## src/hdl/controlUnit_params.svh

```systemverilog
`ifndef CONTROLUNIT_PARAMS_SVH
`define CONTROLUNIT_PARAMS_SVH

`default_nettype none

////////////////////////////////////////////////////////////
// word and state widths.
////////////////////////////////////////////////////////////
`define IR_WIDTH 32
`define STATE_WIDTH 5

////////////////////////////////////////////////////////////
// instruction field positions.
////////////////////////////////////////////////////////////
`define CLASS_MSB 27 // upper bound of the opcode class.
`define CLASS_LSB 25
`define BIT_LOAD 20 // 1 = load, 0 = store.
`define BIT_BYTE 22
`define BIT_UP 23 // 1 = add the offset.
`define BIT_LINK 20 // the load bit, read as link for branches.

`default_nettype wire

`endif

```

## src/hdl/controlUnitPkg.sv

```systemverilog
`include "controlUnit_params.svh"
`default_nettype none

package controlUnitPkg;

	////////////////////////////////////////////////////////////
	// sequencer states.
	////////////////////////////////////////////////////////////
	typedef enum logic [`STATE_WIDTH-1:0] {
		sIdle,
		sFetchAddr,
		sFetchPc,
		sFetchRead,
		sDecode,
		sDpShift,
		sDpFlags,
		sDpImm,
		sBranchLink,
		sBranchTarget,
		sBranchGo,
		sLsAddr,
		sLdRead,
		sLdData,
		sLdWrite,
		sStData,
		sStWrite
	} cuStateT;

	// unsupported opcode classes fold into clsOther.
	typedef enum logic [`CLASS_MSB-`CLASS_LSB:0] {
		clsDpShift = 3'b000,
		clsDpImm = 3'b001,
		clsLsImm = 3'b010,
		clsBranch = 3'b101,
		clsOther = 3'b111
	} instrClassT;

	typedef enum logic [4:0] {
		aluNone = 5'b00000,
		aluPass = 5'b10000,
		aluPcInc = 5'b10001, // pc + 4.
		aluFromIr = 5'b10011,
		aluAdd = 5'b00100,
		aluSub = 5'b00010
	} aluOpT;

endpackage

`default_nettype wire

```

## src/hdl/instrDecode.sv

```systemverilog
`include "controlUnit_params.svh"
`default_nettype none
`timescale 1ns/1ps

module instrDecode
(
	input wire logic [`IR_WIDTH-1:0] ir,
	output controlUnitPkg::instrClassT instrClass,
	output logic isLoad,
	output logic isByte,
	output logic isUp,
	output logic isLink
);
	import controlUnitPkg::*;

	////////////////////////////////////////////////////////////
	// opcode class.
	////////////////////////////////////////////////////////////
	always_comb
	begin
		case (ir[`CLASS_MSB:`CLASS_LSB])
			3'b000:
				instrClass = clsDpShift;
			3'b001:
				instrClass = clsDpImm;
			3'b010:
				instrClass = clsLsImm; // immediate offset only.
			3'b101:
				instrClass = clsBranch;
			default:
				instrClass = clsOther; // register offset and the rest.
		endcase
	end

	////////////////////////////////////////////////////////////
	// qualifier bits.
	////////////////////////////////////////////////////////////
	assign isLoad = ir[`BIT_LOAD];
	assign isByte = ir[`BIT_BYTE];
	assign isUp = ir[`BIT_UP];
	assign isLink = ir[`BIT_LINK]; // same bit as isLoad in another class.

endmodule

`default_nettype wire

```

## src/hdl/cuSequencer.sv

```systemverilog
`default_nettype none
`timescale 1ns/1ps

module cuSequencer
(
	input wire logic CLK,
	input wire logic CLR,
	input wire logic condPass,
	input wire logic moc,
	input wire controlUnitPkg::instrClassT instrClass,
	input wire logic isLoad,
	input wire logic isLink,
	output controlUnitPkg::cuStateT state
);
	import controlUnitPkg::*;

	cuStateT nextState;

	////////////////////////////////////////////////////////////
	// state register.
	////////////////////////////////////////////////////////////
	always_ff @(posedge CLK or negedge CLR)
	begin
		if (!CLR)
			state <= sIdle;
		else
			state <= nextState;
	end

	////////////////////////////////////////////////////////////
	// next state.
	////////////////////////////////////////////////////////////
	always_comb
	begin
		nextState = state; // memory waits hold by default.
		case (state)
			sIdle:
				nextState = sFetchAddr;
			sFetchAddr:
				nextState = sFetchPc;
			sFetchPc:
				nextState = sFetchRead;
			sFetchRead:
				if (moc)
					nextState = sDecode;
			sDecode:
			begin
				if (!condPass)
					nextState = sFetchAddr; // condition failed.
				else
				begin
					case (instrClass)
						clsDpShift:
							nextState = sDpShift;
						clsDpImm:
							nextState = sDpImm;
						clsBranch:
							nextState = isLink ? sBranchLink : sBranchTarget;
						clsLsImm:
							nextState = sLsAddr;
						default:
							nextState = sFetchAddr;
					endcase
				end
			end
			sDpShift:
				nextState = sDpFlags;
			sBranchLink:
				nextState = sBranchTarget;
			sBranchTarget:
				nextState = sBranchGo;
			sLsAddr:
				nextState = isLoad ? sLdRead : sStData;
			sLdRead:
				nextState = sLdData;
			sLdData:
				if (moc)
					nextState = sLdWrite;
			sStData:
				nextState = sStWrite;
			sStWrite:
				if (moc)
					nextState = sFetchAddr;
			sDpFlags, sDpImm, sBranchGo, sLdWrite:
				nextState = sFetchAddr; // last step of the instruction.
			default:
				nextState = sIdle;
		endcase
	end

endmodule

`default_nettype wire

```

## src/hdl/controlSignalDecode.sv

```systemverilog
`default_nettype none
`timescale 1ns/1ps

module controlSignalDecode
(
	input wire controlUnitPkg::cuStateT state,
	input wire logic isByte,
	input wire logic isUp,
	output logic rfLd,
	output logic irLd,
	output logic marLd,
	output logic mdrLd,
	output logic frLd,
	output logic memEnable,
	output logic memRW,
	output logic memByte,
	output logic mdSel,
	output logic meSel,
	output logic mgSel,
	output logic mhSel,
	output logic shiftEn,
	output logic [1:0] maSel,
	output logic [1:0] mbSel,
	output logic [2:0] mcSel,
	output logic [1:0] mfSel,
	output logic [1:0] miSel,
	output logic [1:0] mjSel,
	output logic [2:0] shiftMode,
	output logic [5:0] shiftSel,
	output controlUnitPkg::aluOpT aluOp
);
	import controlUnitPkg::*;

	////////////////////////////////////////////////////////////
	// load enables and memory request.
	////////////////////////////////////////////////////////////
	assign rfLd = state inside {sFetchPc, sDpShift, sDpFlags, sDpImm, sBranchLink,
		sBranchTarget, sBranchGo, sLdWrite};
	assign irLd = (state == sFetchRead);
	assign marLd = state inside {sFetchAddr, sLsAddr};
	assign mdrLd = state inside {sLdData, sStData};
	assign frLd = state inside {sDpFlags, sDpImm, sBranchTarget};
	assign memEnable = state inside {sFetchPc, sFetchRead, sLdRead, sLdData, sStWrite};
	assign memRW = state inside {sFetchPc, sFetchRead, sLdRead, sLdData}; // 1 = read.
	assign memByte = (state inside {sLdRead, sStWrite}) & isByte;

	////////////////////////////////////////////////////////////
	// datapath selects.
	////////////////////////////////////////////////////////////
	assign mdSel = state inside {sFetchAddr, sFetchPc, sDpShift, sBranchLink, sBranchTarget,
		sBranchGo, sLsAddr, sLdWrite, sStData};
	assign meSel = (state == sStData);
	assign mgSel = 1'b0; // no kept path uses it.
	assign mhSel = (state == sDpImm);
	assign maSel = (state == sBranchLink) ? 2'd3 :
		(state inside {sFetchAddr, sFetchPc, sBranchGo}) ? 2'd2 : 2'd0;
	assign mbSel = (state == sStData) ? 2'd3 :
		(state inside {sLdData, sLdWrite}) ? 2'd2 :
		(state inside {sDpShift, sDpImm, sBranchTarget, sLsAddr}) ? 2'd1 : 2'd0;
	assign mcSel = (state inside {sDpShift, sBranchLink, sBranchTarget}) ? 3'd4 :
		(state == sBranchGo) ? 3'd3 :
		(state == sFetchPc) ? 3'd1 : 3'd0;
	assign mfSel = (state == sBranchTarget) ? 2'd3 : 2'd0;
	assign miSel = (state inside {sLsAddr, sLdRead, sLdData, sLdWrite, sStData, sStWrite})
		? 2'd2 : (state == sDpImm) ? 2'd1 : 2'd0;
	assign mjSel = (state == sBranchTarget) ? 2'd3 :
		(state inside {sDpFlags, sBranchLink, sBranchGo}) ? 2'd1 : 2'd0;

	////////////////////////////////////////////////////////////
	// shifter and ALU.
	////////////////////////////////////////////////////////////
	assign shiftEn = state inside {sDpShift, sBranchTarget};
	assign shiftMode = (state == sBranchTarget) ? 3'd4 :
		(state == sDpShift) ? 3'd1 : 3'd0;
	assign shiftSel = (state inside {sBranchLink, sBranchGo}) ? 6'd4 : 6'd0;

	always_comb
	begin
		case (state)
			sFetchAddr, sStData:
				aluOp = aluPass;
			sFetchPc:
				aluOp = aluPcInc;
			sDpShift, sBranchTarget, sLdWrite:
				aluOp = aluFromIr;
			sBranchLink, sBranchGo:
				aluOp = aluAdd;
			sLsAddr:
			begin
				if (isUp)
					aluOp = aluAdd; // base plus offset.
				else
					aluOp = aluSub;
			end
			default:
				aluOp = aluNone;
		endcase
	end

endmodule

`default_nettype wire

```

## src/hdl/controlUnit.sv

```systemverilog
`include "controlUnit_params.svh"
`default_nettype none
`timescale 1ns/1ps

module controlUnit
(
	input wire logic CLK,
	input wire logic CLR,
	input wire logic [`IR_WIDTH-1:0] ir,
	input wire logic condPass,
	input wire logic moc,
	output logic rfLd,
	output logic irLd,
	output logic marLd,
	output logic mdrLd,
	output logic frLd,
	output logic memEnable,
	output logic memRW,
	output logic memByte,
	output logic mdSel,
	output logic meSel,
	output logic mgSel,
	output logic mhSel,
	output logic shiftEn,
	output logic [1:0] maSel,
	output logic [1:0] mbSel,
	output logic [2:0] mcSel,
	output logic [1:0] mfSel,
	output logic [1:0] miSel,
	output logic [1:0] mjSel,
	output logic [2:0] shiftMode,
	output logic [5:0] shiftSel,
	output controlUnitPkg::aluOpT aluOp
);
	import controlUnitPkg::*;

	instrClassT instrClass;
	logic isLoad;
	logic isByte;
	logic isUp;
	logic isLink;
	cuStateT state;

	////////////////////////////////////////////////////////////
	// instruction fields, sequencer, output decode.
	////////////////////////////////////////////////////////////
	instrDecode decodeInst
	(
		.ir, .instrClass,
		.isLoad, .isByte, .isUp, .isLink
	);

	cuSequencer seqInst
	(
		.CLK, .CLR,
		.condPass, .moc,
		.instrClass, .isLoad, .isLink,
		.state
	);

	controlSignalDecode ctrlInst
	(
		.state, .isByte, .isUp,
		.rfLd, .irLd, .marLd, .mdrLd, .frLd,
		.memEnable, .memRW, .memByte,
		.mdSel, .meSel, .mgSel, .mhSel,
		.shiftEn, .shiftMode, .shiftSel,
		.maSel, .mbSel, .mcSel, .mfSel, .miSel, .mjSel,
		.aluOp
	);

endmodule

`default_nettype wire

```

## config.mk

```make
export PLATFORM = sky130hd
export DESIGN_NAME = controlUnit
export DESIGN_NICKNAME = d
export VERILOG_FILES = /design/src/hdl/controlUnitPkg.sv /design/src/hdl/instrDecode.sv /design/src/hdl/cuSequencer.sv /design/src/hdl/controlSignalDecode.sv /design/src/hdl/controlUnit.sv
export VERILOG_INCLUDE_DIRS = /design/src /design/src/hdl
export SDC_FILE = /design/constraint.sdc
export NUM_CORES = 1
export LEC_CHECK = 0
export BUFFER_PORTS_ARGS = -buffer_cell sky130_fd_sc_hd__buf_2
export CAP_MARGIN = 20
export CORE_UTILIZATION = 39
export DETAILED_ROUTE_END_ITERATION = 10
export GPL_TIMING_DRIVEN = 0
export PLACE_DENSITY = 0.88
export REMOVE_ABC_BUFFERS = 1
export SLEW_MARGIN = 10
export SYNTH_ARGS = -nofsm -noshare
export SYNTH_HDL_FRONTEND = slang
export SYNTH_SLANG_ARGS = --single-unit
export TNS_END_PERCENT = 50
```

## constraint.sdc

```tcl
create_clock -name CLK -period 2.35 [get_ports CLK]
set_input_delay 0.705 -clock CLK [delete_from_list [all_inputs] [get_ports CLK]]
set_output_delay 0.705 -clock CLK [all_outputs]
set_load 0.1 [all_outputs]
```

==> flow_metrics.env, run 1 <==
export IMPL_outcome="complete, but fails checks"
export IMPL_violations="setup timing"
export IMPL_via_count=1393
export IMPL_crit_path_max_fanout=12
export IMPL_grt_max_degree=15
export IMPL_drc_errors=0
export IMPL_gp_congestion=0.8360
export IMPL_clock_latency_ps=250
export IMPL_initial_core_util_pct=42.45
export IMPL_tritoncts="built"
export IMPL_synth_fa_ha_area_share_pct=0
export IMPL_crit_path_start="seqInst.state[1]"
export IMPL_drv_slew=0
export IMPL_dp_cells=189
export IMPL_drive_gt1_share_pct=59.59
export IMPL_rr_endpoint="seqInst.state[0]"
export IMPL_rsz0062_at_grt="true"
export IMPL_routed_via_density=6.303
export IMPL_synth_xor_xnor_area_share_pct=0.9150
export IMPL_r2r_start="seqInst.state[2]"
export IMPL_synth_cell_types=49
export IMPL_setup_worst_path_start_class="flip-flop"
export IMPL_rows=17
export IMPL_synth_compound_area_share_pct=31.50
export IMPL_fin_area_sq_um=1773
export IMPL_place_ws_ps=-388.5
export IMPL_port_buffers=41
export IMPL_rrSetupSlack_ps=540
export IMPL_antenna_found_initial=0
export IMPL_critical_path_class="reg -> out"
export IMPL_muxShareOfSynthArea_pct=1.176
export IMPL_fmax_ghz=0.4012
export IMPL_io_pins=76
export IMPL_grt_total_usage_pct=30.98
export IMPL_crit_chain="nand2b_2, o21ai_0, o21ai_1, a21oi_1, buf_6"
export IMPL_cp_required_ps=1640
export IMPL_drtPass1Iterations=6
export IMPL_clk_pin_slew_ps=50
export IMPL_yosys_most_used_dff="dfrtp_1"
export IMPL_regMostFlops="seqInst.state"
export IMPL_min_path_type="in -> async"
export IMPL_htree_levels=1
export IMPL_worstSetupEndpointType="output pin"
export IMPL_largest_reg_flops=5
export IMPL_reg_top3="seqInst.state: 5 flops"
export IMPL_dpl_hpwl_microns=1763
export IMPL_cts_buffer_depth=2
export IMPL_arrival_ps=1790
export IMPL_dieArea_sq_um=2656
export IMPL_maxCapViolCount=0
export IMPL_fin_skew_ps=3.473
export IMPL_first_iter_violations=120
export IMPL_ant_nets=0
export IMPL_synth_top_family_by_area="simple AND/OR/NAND/NOR gates"
export IMPL_nNetsFinal=230
export IMPL_syn_avg_cell_area_sq_um=7.038
export IMPL_ff2ff_path_depth=6
export IMPL_synthSimpleGateAreaFrac_pct=33.59
export IMPL_finalWorstSetupSlack_ps=-142.8
export IMPL_cts_root_buffer="clkbuf_4"
export IMPL_min_period_over_period_pct=106.1
export IMPL_chipHeight_microns=51.54
export IMPL_hold_violations=0
export IMPL_syn_area_sq_um=957.2
export IMPL_yosysSeqAreaShare_pct=13.07
export IMPL_synth_edf_count=0
export IMPL_grt_ovfl_total=0
export IMPL_diodes=0
export IMPL_grt_pass1_wl_microns=6044
export IMPL_cp_slowest_cell="dfrtp_4"
export IMPL_wirelength_microns=4257
export IMPL_synthCells=136
export IMPL_cts_buffers_inserted=3
export IMPL_fin_crit_ps=2493
export IMPL_grt_pass1_vias=1178
export IMPL_wl_per_cell_microns=19.26
export IMPL_die_w_microns=51.54
export IMPL_critPathMaxStageDelay_ps=560
export IMPL_ys_warn_count=0
export IMPL_finalNonFillerCells=221
export IMPL_core_area_sq_um=2255
export IMPL_syn_to_final_growth_pct=85.23
export IMPL_setup_viol=19
export IMPL_synth_async_reset_ratio_pct=100.0
export IMPL_ys_ff_latch=5
export IMPL_cts_sinks=5
export IMPL_placed_area_sq_um=1057
export IMPL_crit_end="aluOp[4]"
-- synth_stat cells, types with 2 or more instances --
library cell  count  share of area [%]
a211oi_1          2                1.6
a21oi_1           7                3.7
a22oi_1           4                3.1
a31oi_1           2                1.3
buf_2             4                2.1
buf_4            12                9.4
buf_6             4                4.7
clkbuf_1          3                1.2
dfrtp_1           5                 13
inv_1             4                1.6
nand2_1           7                2.7
nand2b_1          4                2.6
nand3_1           2                1.0
nor2_1           21                8.2
nor2b_1           4                2.6
nor3_1            4                2.1
nor3_2            2                2.1
nor4bb_1          2                2.1
o21ai_0           7                3.7
o21ai_1           3                1.6
o22a_1            2                1.8
o22ai_1           2                1.3
o32ai_1           2                1.8
or3_1             2                1.3
-- repair_timing --
item	4_1_cts	5_1_grt
gates resized for setup	95	43
setup endpoints to repair	32	30
buffers inserted	21	7
hold buffers	0	0
cloned	0	0
pin swaps	5	2
-- cell families after synthesis --
family | after synthesis
other | 1
and+or+nand+nor | 58
buffers and inverters | 28
muxes | 1
DFF | 5
AOI/OAI and AO/OA | 42
xor gates and xnor gates | 1
-- per-stage QoR --
stage	utilization [%]	setup TNS, ps	hold slack (ps)
finish	78.63	-1371	257.7
global route	78.63	-2970	238.9
CTS	68.70	-475.0	256.3
detailed placement	46.89	-7755	521.3
global placement	46.89	-7464	520.4
floorplan	-	-45050	409.4
-- critical path: cells and delay by family, from the launching register on --
kind	cells	cell delay [ps]
buffers and inverters	1	250
AO/OA/AOI/OAI	3	430
AND/OR/NAND/NOR	1	290
flip-flops	1	560
-- layout make-up --
| cell class | instances | area (sq um) |
|---|---|---|
| Multi-Input combinational cell | 110 | 825.8 |
| Timing Repair Buffer | 69 | 723.2 |
| Fill cell | 130 | 481.7 |
| Sequential cell | 5 | 141.4 |
| Tap cell | 28 | 35.03 |
| Clock buffer | 4 | 26.28 |
| Inverter | 5 | 21.27 |
-- placed cells by master, fill, tap and decap left out, drive strengths merged, types with 4 or more instances in the layout --
cell	Yosys	final
nand2	8	8
conb	1	8
a21oi	7	7
clkbuf	3	6
dfrtp	5	5
nor2b	4	4
a22oi	4	4
o21ai	10	10
nor3	6	6
nand2b	4	4
inv	5	5
buf	20	67
nor2	21	21
-- worst min-delay path by stage --
stage,start,to
5_1_grt,CLR,seqInst.state[0]
3_5_place_dp,CLR,seqInst.state[3]
6_report,CLR,seqInst.state[0]
2_1_floorplan,CLR,seqInst.state[0]
4_1_cts,CLR,seqInst.state[0]
3_3_place_gp,CLR,seqInst.state[3]
-- per-layer routing --
metal	wire [microns]	vias up	global-route usage, %	share of wire, %
met4	207	0	10.81	4.9
met3	495	29	8.480	12
met5	0	-	0	0
met1	1453	636	40.97	34
li1	-	591	-	-
met2	2101	137	48.05	49
Power of run 1 is left out: the tool's default activity adds up to more than one toggle a clock period on the data nets, which glitch-free logic cannot reach.
==> inputs of run 2 (changes only) <==
--- a/config.mk
+++ b/config.mk
@@ -8,13 +8,14 @@
 export LEC_CHECK = 0
 export BUFFER_PORTS_ARGS = -buffer_cell sky130_fd_sc_hd__buf_2
 export CAP_MARGIN = 20
-export CORE_UTILIZATION = 39
+export CORE_UTILIZATION = 41
 export DETAILED_ROUTE_END_ITERATION = 10
 export GPL_TIMING_DRIVEN = 0
-export PLACE_DENSITY = 0.88
+export PLACE_DENSITY = 0.89
 export REMOVE_ABC_BUFFERS = 1
 export SLEW_MARGIN = 10
 export SYNTH_ARGS = -nofsm -noshare
 export SYNTH_HDL_FRONTEND = slang
+export SYNTH_HIERARCHICAL = 1
 export SYNTH_SLANG_ARGS = --single-unit
 export TNS_END_PERCENT = 50
==> run 2 against run 1 <==
  * The run still ends with setup timing left
  * Sequential share of layout area increased by 0.21 points
  * First-iteration DRC count increased by 29%
  * Cell area is 0.85% lower
  * Register-to-register slack worse by 200 ps
  * Core utilization decreased by 7.0 points
==> flow_metrics.env, run 2 <==
export IMPL_drc_errors=0
export IMPL_synthTopCellsByCount="buf_4, a21oi_1, nor2_1, nand2_1, buf_2"
export IMPL_via_count=1479
export IMPL_met3WireLength_microns=428
export IMPL_reg_top3="seqInst/state: 5 flops"
export IMPL_mostFrequentLayoutCells="buf_4, buf_6, a21oi_1, nor2_1, buf_2"
export IMPL_seq_area_sq_um=143.9
export IMPL_setup_worst_path_start_class="flip-flop"
export IMPL_min_path_type="in -> async"
export IMPL_grt_max_degree=19
export IMPL_cp_slowest_cell="dfrtp_4"
export IMPL_ant_nets=0
export IMPL_wirelength_microns=4522
export IMPL_dr_max_layer_used="met4"
export IMPL_fin_crit_ps=2599
export IMPL_setup_viol=27
export IMPL_cts_sinks=5
export IMPL_outcome="complete, but fails checks"
export IMPL_finalNonFillerCells=232
export IMPL_yosys_most_used_dff="dfrtp_1"
export IMPL_synth_cell_types=50
export IMPL_gp_congestion=0.8579
export IMPL_clock_latency_ps=260
export IMPL_ys_ff_latch=5
export IMPL_tritoncts="built"
export IMPL_rows=18
export IMPL_drtPass1Iterations=4
export IMPL_violations="setup timing"
export IMPL_nNetsFinal=239
export IMPL_wl_per_cell_microns=19.49
export IMPL_critPathMaxStageDelay_ps=540
export IMPL_regMostFlops="seqInst/state"
export IMPL_syn_avg_cell_area_sq_um=6.972
export IMPL_multiInputGateArea_sq_um=857.1
export IMPL_chipHeight_microns=52.84
export IMPL_worstSetupEndpointType="output pin"
export IMPL_synthCells=152
export IMPL_arrival_ps=1890
export IMPL_die_w_microns=52.84
export IMPL_drive_gt1_share_pct=50.00
export IMPL_synth_edf_count=0
export IMPL_syn_area_sq_um=1060
export IMPL_grt_pass1_wl_microns=5071
export IMPL_final_common_cell="buf_4"
export IMPL_hold_violations=0
export IMPL_routed_via_density=6.375
export IMPL_ys_warn_count=6
export IMPL_synth_async_reset_ratio_pct=100.0
export IMPL_syn_to_final_growth_pct=65.88
export IMPL_port_buffers=41
export IMPL_fin_skew_ps=21.29
export IMPL_critPathTopFamily="buffers and inverters"
export IMPL_grt_total_usage_pct=24.13
export IMPL_grt_pass1_vias=1099
export IMPL_cts_hold_buf=0
export IMPL_critical_path_class="reg -> out"
export IMPL_fmax_ghz=0.3847
export IMPL_core_area_sq_um=2455
export IMPL_initial_core_util_pct=43.17
export IMPL_finalWorstSetupSlack_ps=-249.1
export IMPL_cp_required_ps=1640
export IMPL_cts_root_buffer="clkbuf_4"
export IMPL_synth_most_common_cell="buf_4"
export IMPL_crit_chain="buf_6, buf_4, nor4_1, buf_4"
export IMPL_largest_reg_flops=5
export IMPL_met2WireLength_microns=2181
export IMPL_maxCapViolCount=0
export IMPL_yosysSeqAreaShare_pct=11.81
export IMPL_synthTopCellsByArea="buf_4, dfrtp_1, a21oi_1"
export IMPL_cts_buffer_depth=2
export IMPL_drv_slew=0
export IMPL_yosysTopAreaCell="buf_4"
export IMPL_critPathMostFrequentCell="buf_4"
export IMPL_first_iter_violations=155
export IMPL_io_pins=76
export IMPL_dieArea_sq_um=2792
export IMPL_crit_buf_inv=3
export IMPL_wl_met1_microns=1601
export IMPL_min_period_over_period_pct=110.6
export IMPL_dpl_hpwl_microns=1527
export IMPL_dp_cells=201
export IMPL_nFillCells=146
export IMPL_crit_path_max_fanout=8
export IMPL_htree_levels=1
export IMPL_rsz0062_at_grt="true"
export IMPL_clk_pin_slew_ps=60
export IMPL_grt_ovfl_total=0
export IMPL_diodes=0
export IMPL_yosysTopAreaCellShare_pct=12.04
export IMPL_cts_buffers_inserted=3
export IMPL_antenna_found_initial=0
[run 2: cell types whose count changed in the layout (fill, tap and decap cells not counted), moves of 3 or more]
cell,previous run,this run
nand3b_1,0,4
a21oi_1,5,11
buf_12,11,7
nor3_1,1,7
o21ai_0,6,3
nor2_1,16,11
or3_1,1,5
nor3_2,4,0
nor4_2,0,3
[run 2: layer usage]
layer	track usage, %	vias up
li1	-	632
met1	27.69	674
met2	43.25	135
met3	3.188	38
met4	11.40	0
met5	0	-
[run 2: final cells by class]
class                      count  area share, %
tap                           30          2.135
sequential                     5          8.185
timing repair buffer          68          38.58
clock buffer                   4          1.495
inverter                       4         0.8541
multi-input combinational    121          48.75
[run 2: final timing paths]
kind	startpoint	end	slack [ps]	cells past startpoint
hold reg to reg	seqInst/state[0]	seqInst/state[4]	860	3
max in group asynchronous	CLR	seqInst/state[3]	1940	1
min in group CLK	moc	seqInst/state[0]	750	2
setup reg to reg	seqInst/state[2]	seqInst/state[0]	340	6
hold / removal	CLR	seqInst/state[4]	240	1
setup / recovery	seqInst/state[2]	mcSel[1]	-250	4
[run 2: repair_timing]
action / in CTS / in global routing
pin swaps: 3 / 7
buffers inserted: 19 / 8
setup endpoints to repair: 32 / 26
resized for setup: 65 / 46
[run 2: cells by family (layout without fill, tap and decap cells)]
| family | count (synthesis) | in the layout | synth area share [%] |
|---|---|---|---|
| XOR/XNOR | 4 | 4 | 3.306 |
| AND/OR/NAND/NOR | 71 | 71 | 41.21 |
| other | 1 | 8 | 0.3539 |
| flip-flops | 5 | 5 | 11.81 |
| buffers and inverters | 33 | 76 | 19.72 |
| AO/OA/AOI/OAI | 38 | 38 | 23.61 |
[run 2: worst register-to-register path, cell delays in order (launching register included)]
cell and delay [ps]:
dfrtp_4 540, buf_6 160, buf_8 150, or4b_1 540
a21oi_1 160, a221o_1 190, o32ai_1 110
[run 2: metrics by stage]
step / hold slack (ps) / cell area, sq um / util [%] / setup WS (ps) / setup TNS [ps]
floorplan: 409.4 / 892.1 / - / -11380 / -83490
global placement: 518.3 / 1135 / 46.23 / -564.1 / -10130
detailed placement: 519.8 / 1135 / 46.23 / -617.0 / -11140
CTS: 265.6 / 1516 / 61.77 / -94.69 / -503.1
global route: 246.0 / 1758 / 71.61 / -253.4 / -3224
finish: 239.0 / 1758 / 71.61 / -249.1 / -2028
Power of run 2 is left out for the same reason.
==> inputs of run 3 (changes only) <==
--- a/config.mk
+++ b/config.mk
@@ -6,12 +6,14 @@
 export SDC_FILE = /design/constraint.sdc
 export NUM_CORES = 1
 export LEC_CHECK = 0
+export ABC_AREA = 1
 export BUFFER_PORTS_ARGS = -buffer_cell sky130_fd_sc_hd__buf_2
 export CAP_MARGIN = 20
-export CORE_UTILIZATION = 41
+export CORE_UTILIZATION = 39
+export CTS_CLUSTER_SIZE = 16
 export DETAILED_ROUTE_END_ITERATION = 10
 export GPL_TIMING_DRIVEN = 0
-export PLACE_DENSITY = 0.89
+export PLACE_DENSITY = 0.88
 export REMOVE_ABC_BUFFERS = 1
 export SLEW_MARGIN = 10
 export SYNTH_ARGS = -nofsm -noshare
==> run 3 against run 2 <==
  * The flow still finishes with violations (setup timing)
  * Sequential share of layout area is 1.3 points higher
  * Area after synthesis decreased by 12%
  * First-iteration DRC count fell by 80%
  * Cell area decreased by 21%
  * Critical path depth is the same
  * Critical path type unchanged
==> flow_metrics.env, run 3 <==
export IMPL_maxCapViolCount=0
export IMPL_setup_worst_path_start_class="flip-flop"
export IMPL_initial_core_util_pct=41.74
export IMPL_placed_area_sq_um=1086
export IMPL_fin_skew_ps=2.234
export IMPL_cts_buffers_inserted=3
export IMPL_cts_root_buffer="clkbuf_4"
export IMPL_arrival_ps=1650
export IMPL_yosys_most_used_dff="dfrtp_1"
export IMPL_wirelength_microns=2628
export IMPL_ff2ff_path_depth=9
export IMPL_ys_ff_latch=5
export IMPL_cts_hold_buf=0
export IMPL_synthTopCellsByArea="nand2_1, nor2_1, dfrtp_1"
export IMPL_finalWorstSetupSlack_ps=-4.465
export IMPL_cts_sinks=5
export IMPL_drv_slew=0
export IMPL_min_path_type="in -> async"
export IMPL_drc_errors=0
export IMPL_min_period_over_period_pct=100.2
export IMPL_rows=17
export IMPL_port_buffers=41
export IMPL_violations="setup timing"
export IMPL_ys_warn_count=6
export IMPL_finalNonFillerCells=258
export IMPL_io_pins=76
export IMPL_reg_top3="seqInst/state: 5 flops"
export IMPL_fmax_ghz=0.4247
export IMPL_clock_latency_ps=240
export IMPL_finalSetupTns_ps=-4.465
export IMPL_worstSetupEndpointType="output pin"
export IMPL_regMostFlops="seqInst/state"
export IMPL_synth_edf_count=0
export IMPL_chipHeight_microns=50.89
export IMPL_setup_viol=1
export IMPL_syn_area_sq_um=932.1
export IMPL_dieArea_sq_um=2590
export IMPL_cts_buffer_depth=2
export IMPL_wl_per_cell_microns=10.19
export IMPL_synth_compound_area_share_pct=7.114
export IMPL_core_area_sq_um=2233
export IMPL_place_ws_ps=-131.6
export IMPL_mostFrequentLayoutCells="nand2_1, nor2_1, buf_4"
export IMPL_ant_nets=0
export IMPL_dp_cells=242
export IMPL_synthSimpleGateAreaFrac_pct=55.30
export IMPL_muxShareOfSynthArea_pct=0
export IMPL_die_w_microns=50.89
export IMPL_fin_crit_ps=2354
export IMPL_yosysSeqAreaShare_pct=13.42
export IMPL_yosysTopAreaCell="nand2_1"
export IMPL_grt_pass1_vias=940
export IMPL_crit_path_max_fanout=9
export IMPL_critical_path_class="reg -> out"
export IMPL_synth_async_reset_ratio_pct=100.0
export IMPL_antenna_found_initial=0
export IMPL_first_iter_violations=31
export IMPL_routed_via_density=4.829
export IMPL_rrSetupSlack_ps=900
export IMPL_htree_levels=1
export IMPL_synth_fa_ha_area_share_pct=0
export IMPL_tritoncts="built"
export IMPL_grt_max_degree=14
export IMPL_drive_gt1_share_pct=37.83
export IMPL_hold_violations=0
export IMPL_fin_area_sq_um=1380
export IMPL_outcome="complete, but fails checks"
export IMPL_synth_most_common_cell="nand2_1"
export IMPL_synthCells=181
export IMPL_cp_required_ps=1640
export IMPL_nNetsFinal=267
export IMPL_syn_avg_cell_area_sq_um=5.150
export IMPL_synth_cell_types=21
export IMPL_final_common_cell="nand2_1"
export IMPL_largest_reg_flops=5
export IMPL_grt_total_usage_pct=18.96
export IMPL_grt_ovfl_total=0
export IMPL_gp_congestion=0.8358
export IMPL_via_count=1246
export IMPL_drtPass1Iterations=4
export IMPL_yosysTopAreaCellShare_pct=19.73
export IMPL_syn_to_final_growth_pct=48.05
export IMPL_rsz0062_at_grt="true"
export IMPL_synth_xor_xnor_area_share_pct=0
export IMPL_diodes=0
export IMPL_synthTopCellsByCount="nand2_1, nor2_1, nand3_1, inv_1, buf_4"
export IMPL_synth_top_family_by_area="simple AND/OR/NAND/NOR gates"
export IMPL_dpl_hpwl_microns=1833
export IMPL_clk_pin_slew_ps=40
export IMPL_grt_pass1_wl_microns=3822
run 3: cell types whose count changed in the layout (fill, tap and decap cells not counted), moves of 10 or more:
cell and change:
nand2_1 +42, nor2_1 +17, nor2_2 +10, inv_1 +18, nand3_1 +20, buf_6 -12
run 3: path summary, 6_finish.rpt:
kind	to	start
worst min-delay path	seqInst/state[2]	CLR
worst max-delay path	memByte	seqInst/state[3]
worst max register to register	seqInst/state[0]	seqInst/state[3]
worst min register to register	seqInst/state[4]	seqInst/state[4]
max in group asynchronous	seqInst/state[0]	CLR
min in group CLK	seqInst/state[4]	moc
run 3: repair_timing:
item / in CTS / in global routing
gates resized for setup: 39 / 21
hold endpoints to repair: 0 / 0
pin swaps: 1 / 0
setup buffers: 5 / 7
setup endpoints to repair: 31 / 28
run 3: per-layer routing:
metal / vias to the layer above / GRT usage [%] / share of wire, %
li1: 634 / - / -
met1: 543 / 20.94 / 39
met2: 63 / 36.67 / 51
met3: 6 / 4.762 / 7.6
met4: 0 / 2.778 / 1.6
met5: - / 0 / 0
run 3: per-stage QoR:
step / hold slack (ps) / utilization (%)
floorplan: 409.4 / -
global placement: 519.8 / 48.63
detailed placement: 520.5 / 48.63
CTS: 265.7 / 56.08
global route: 260.9 / 61.79
finish: 267.7 / 61.79
run 3: cell type report:
cell class | count | area, sq um
fillers | 203 | 853.3
repair buffers | 53 | 409.1
multi-input cells | 139 | 666.9
flip-flops and latches | 5 | 131.4
well taps | 28 | 35.03
clock buffers | 4 | 26.28
inverters | 29 | 111.4
run 3: worst max-delay path, cell delays in order, from the launching register on:
cell and delay, ps:
dfrtp_2 490, nor2_2 210, nand3_1 150, a21boi_0 260, clkbuf_8 290
run 3: kinds of logic after synthesis:
| family | after synthesis |
|---|---|
| compound gates | 11 |
| other cells | 1 |
| simple gates | 120 |
| flops | 5 |
| buf+inv | 44 |
Power of run 3 is left out for the same reason.
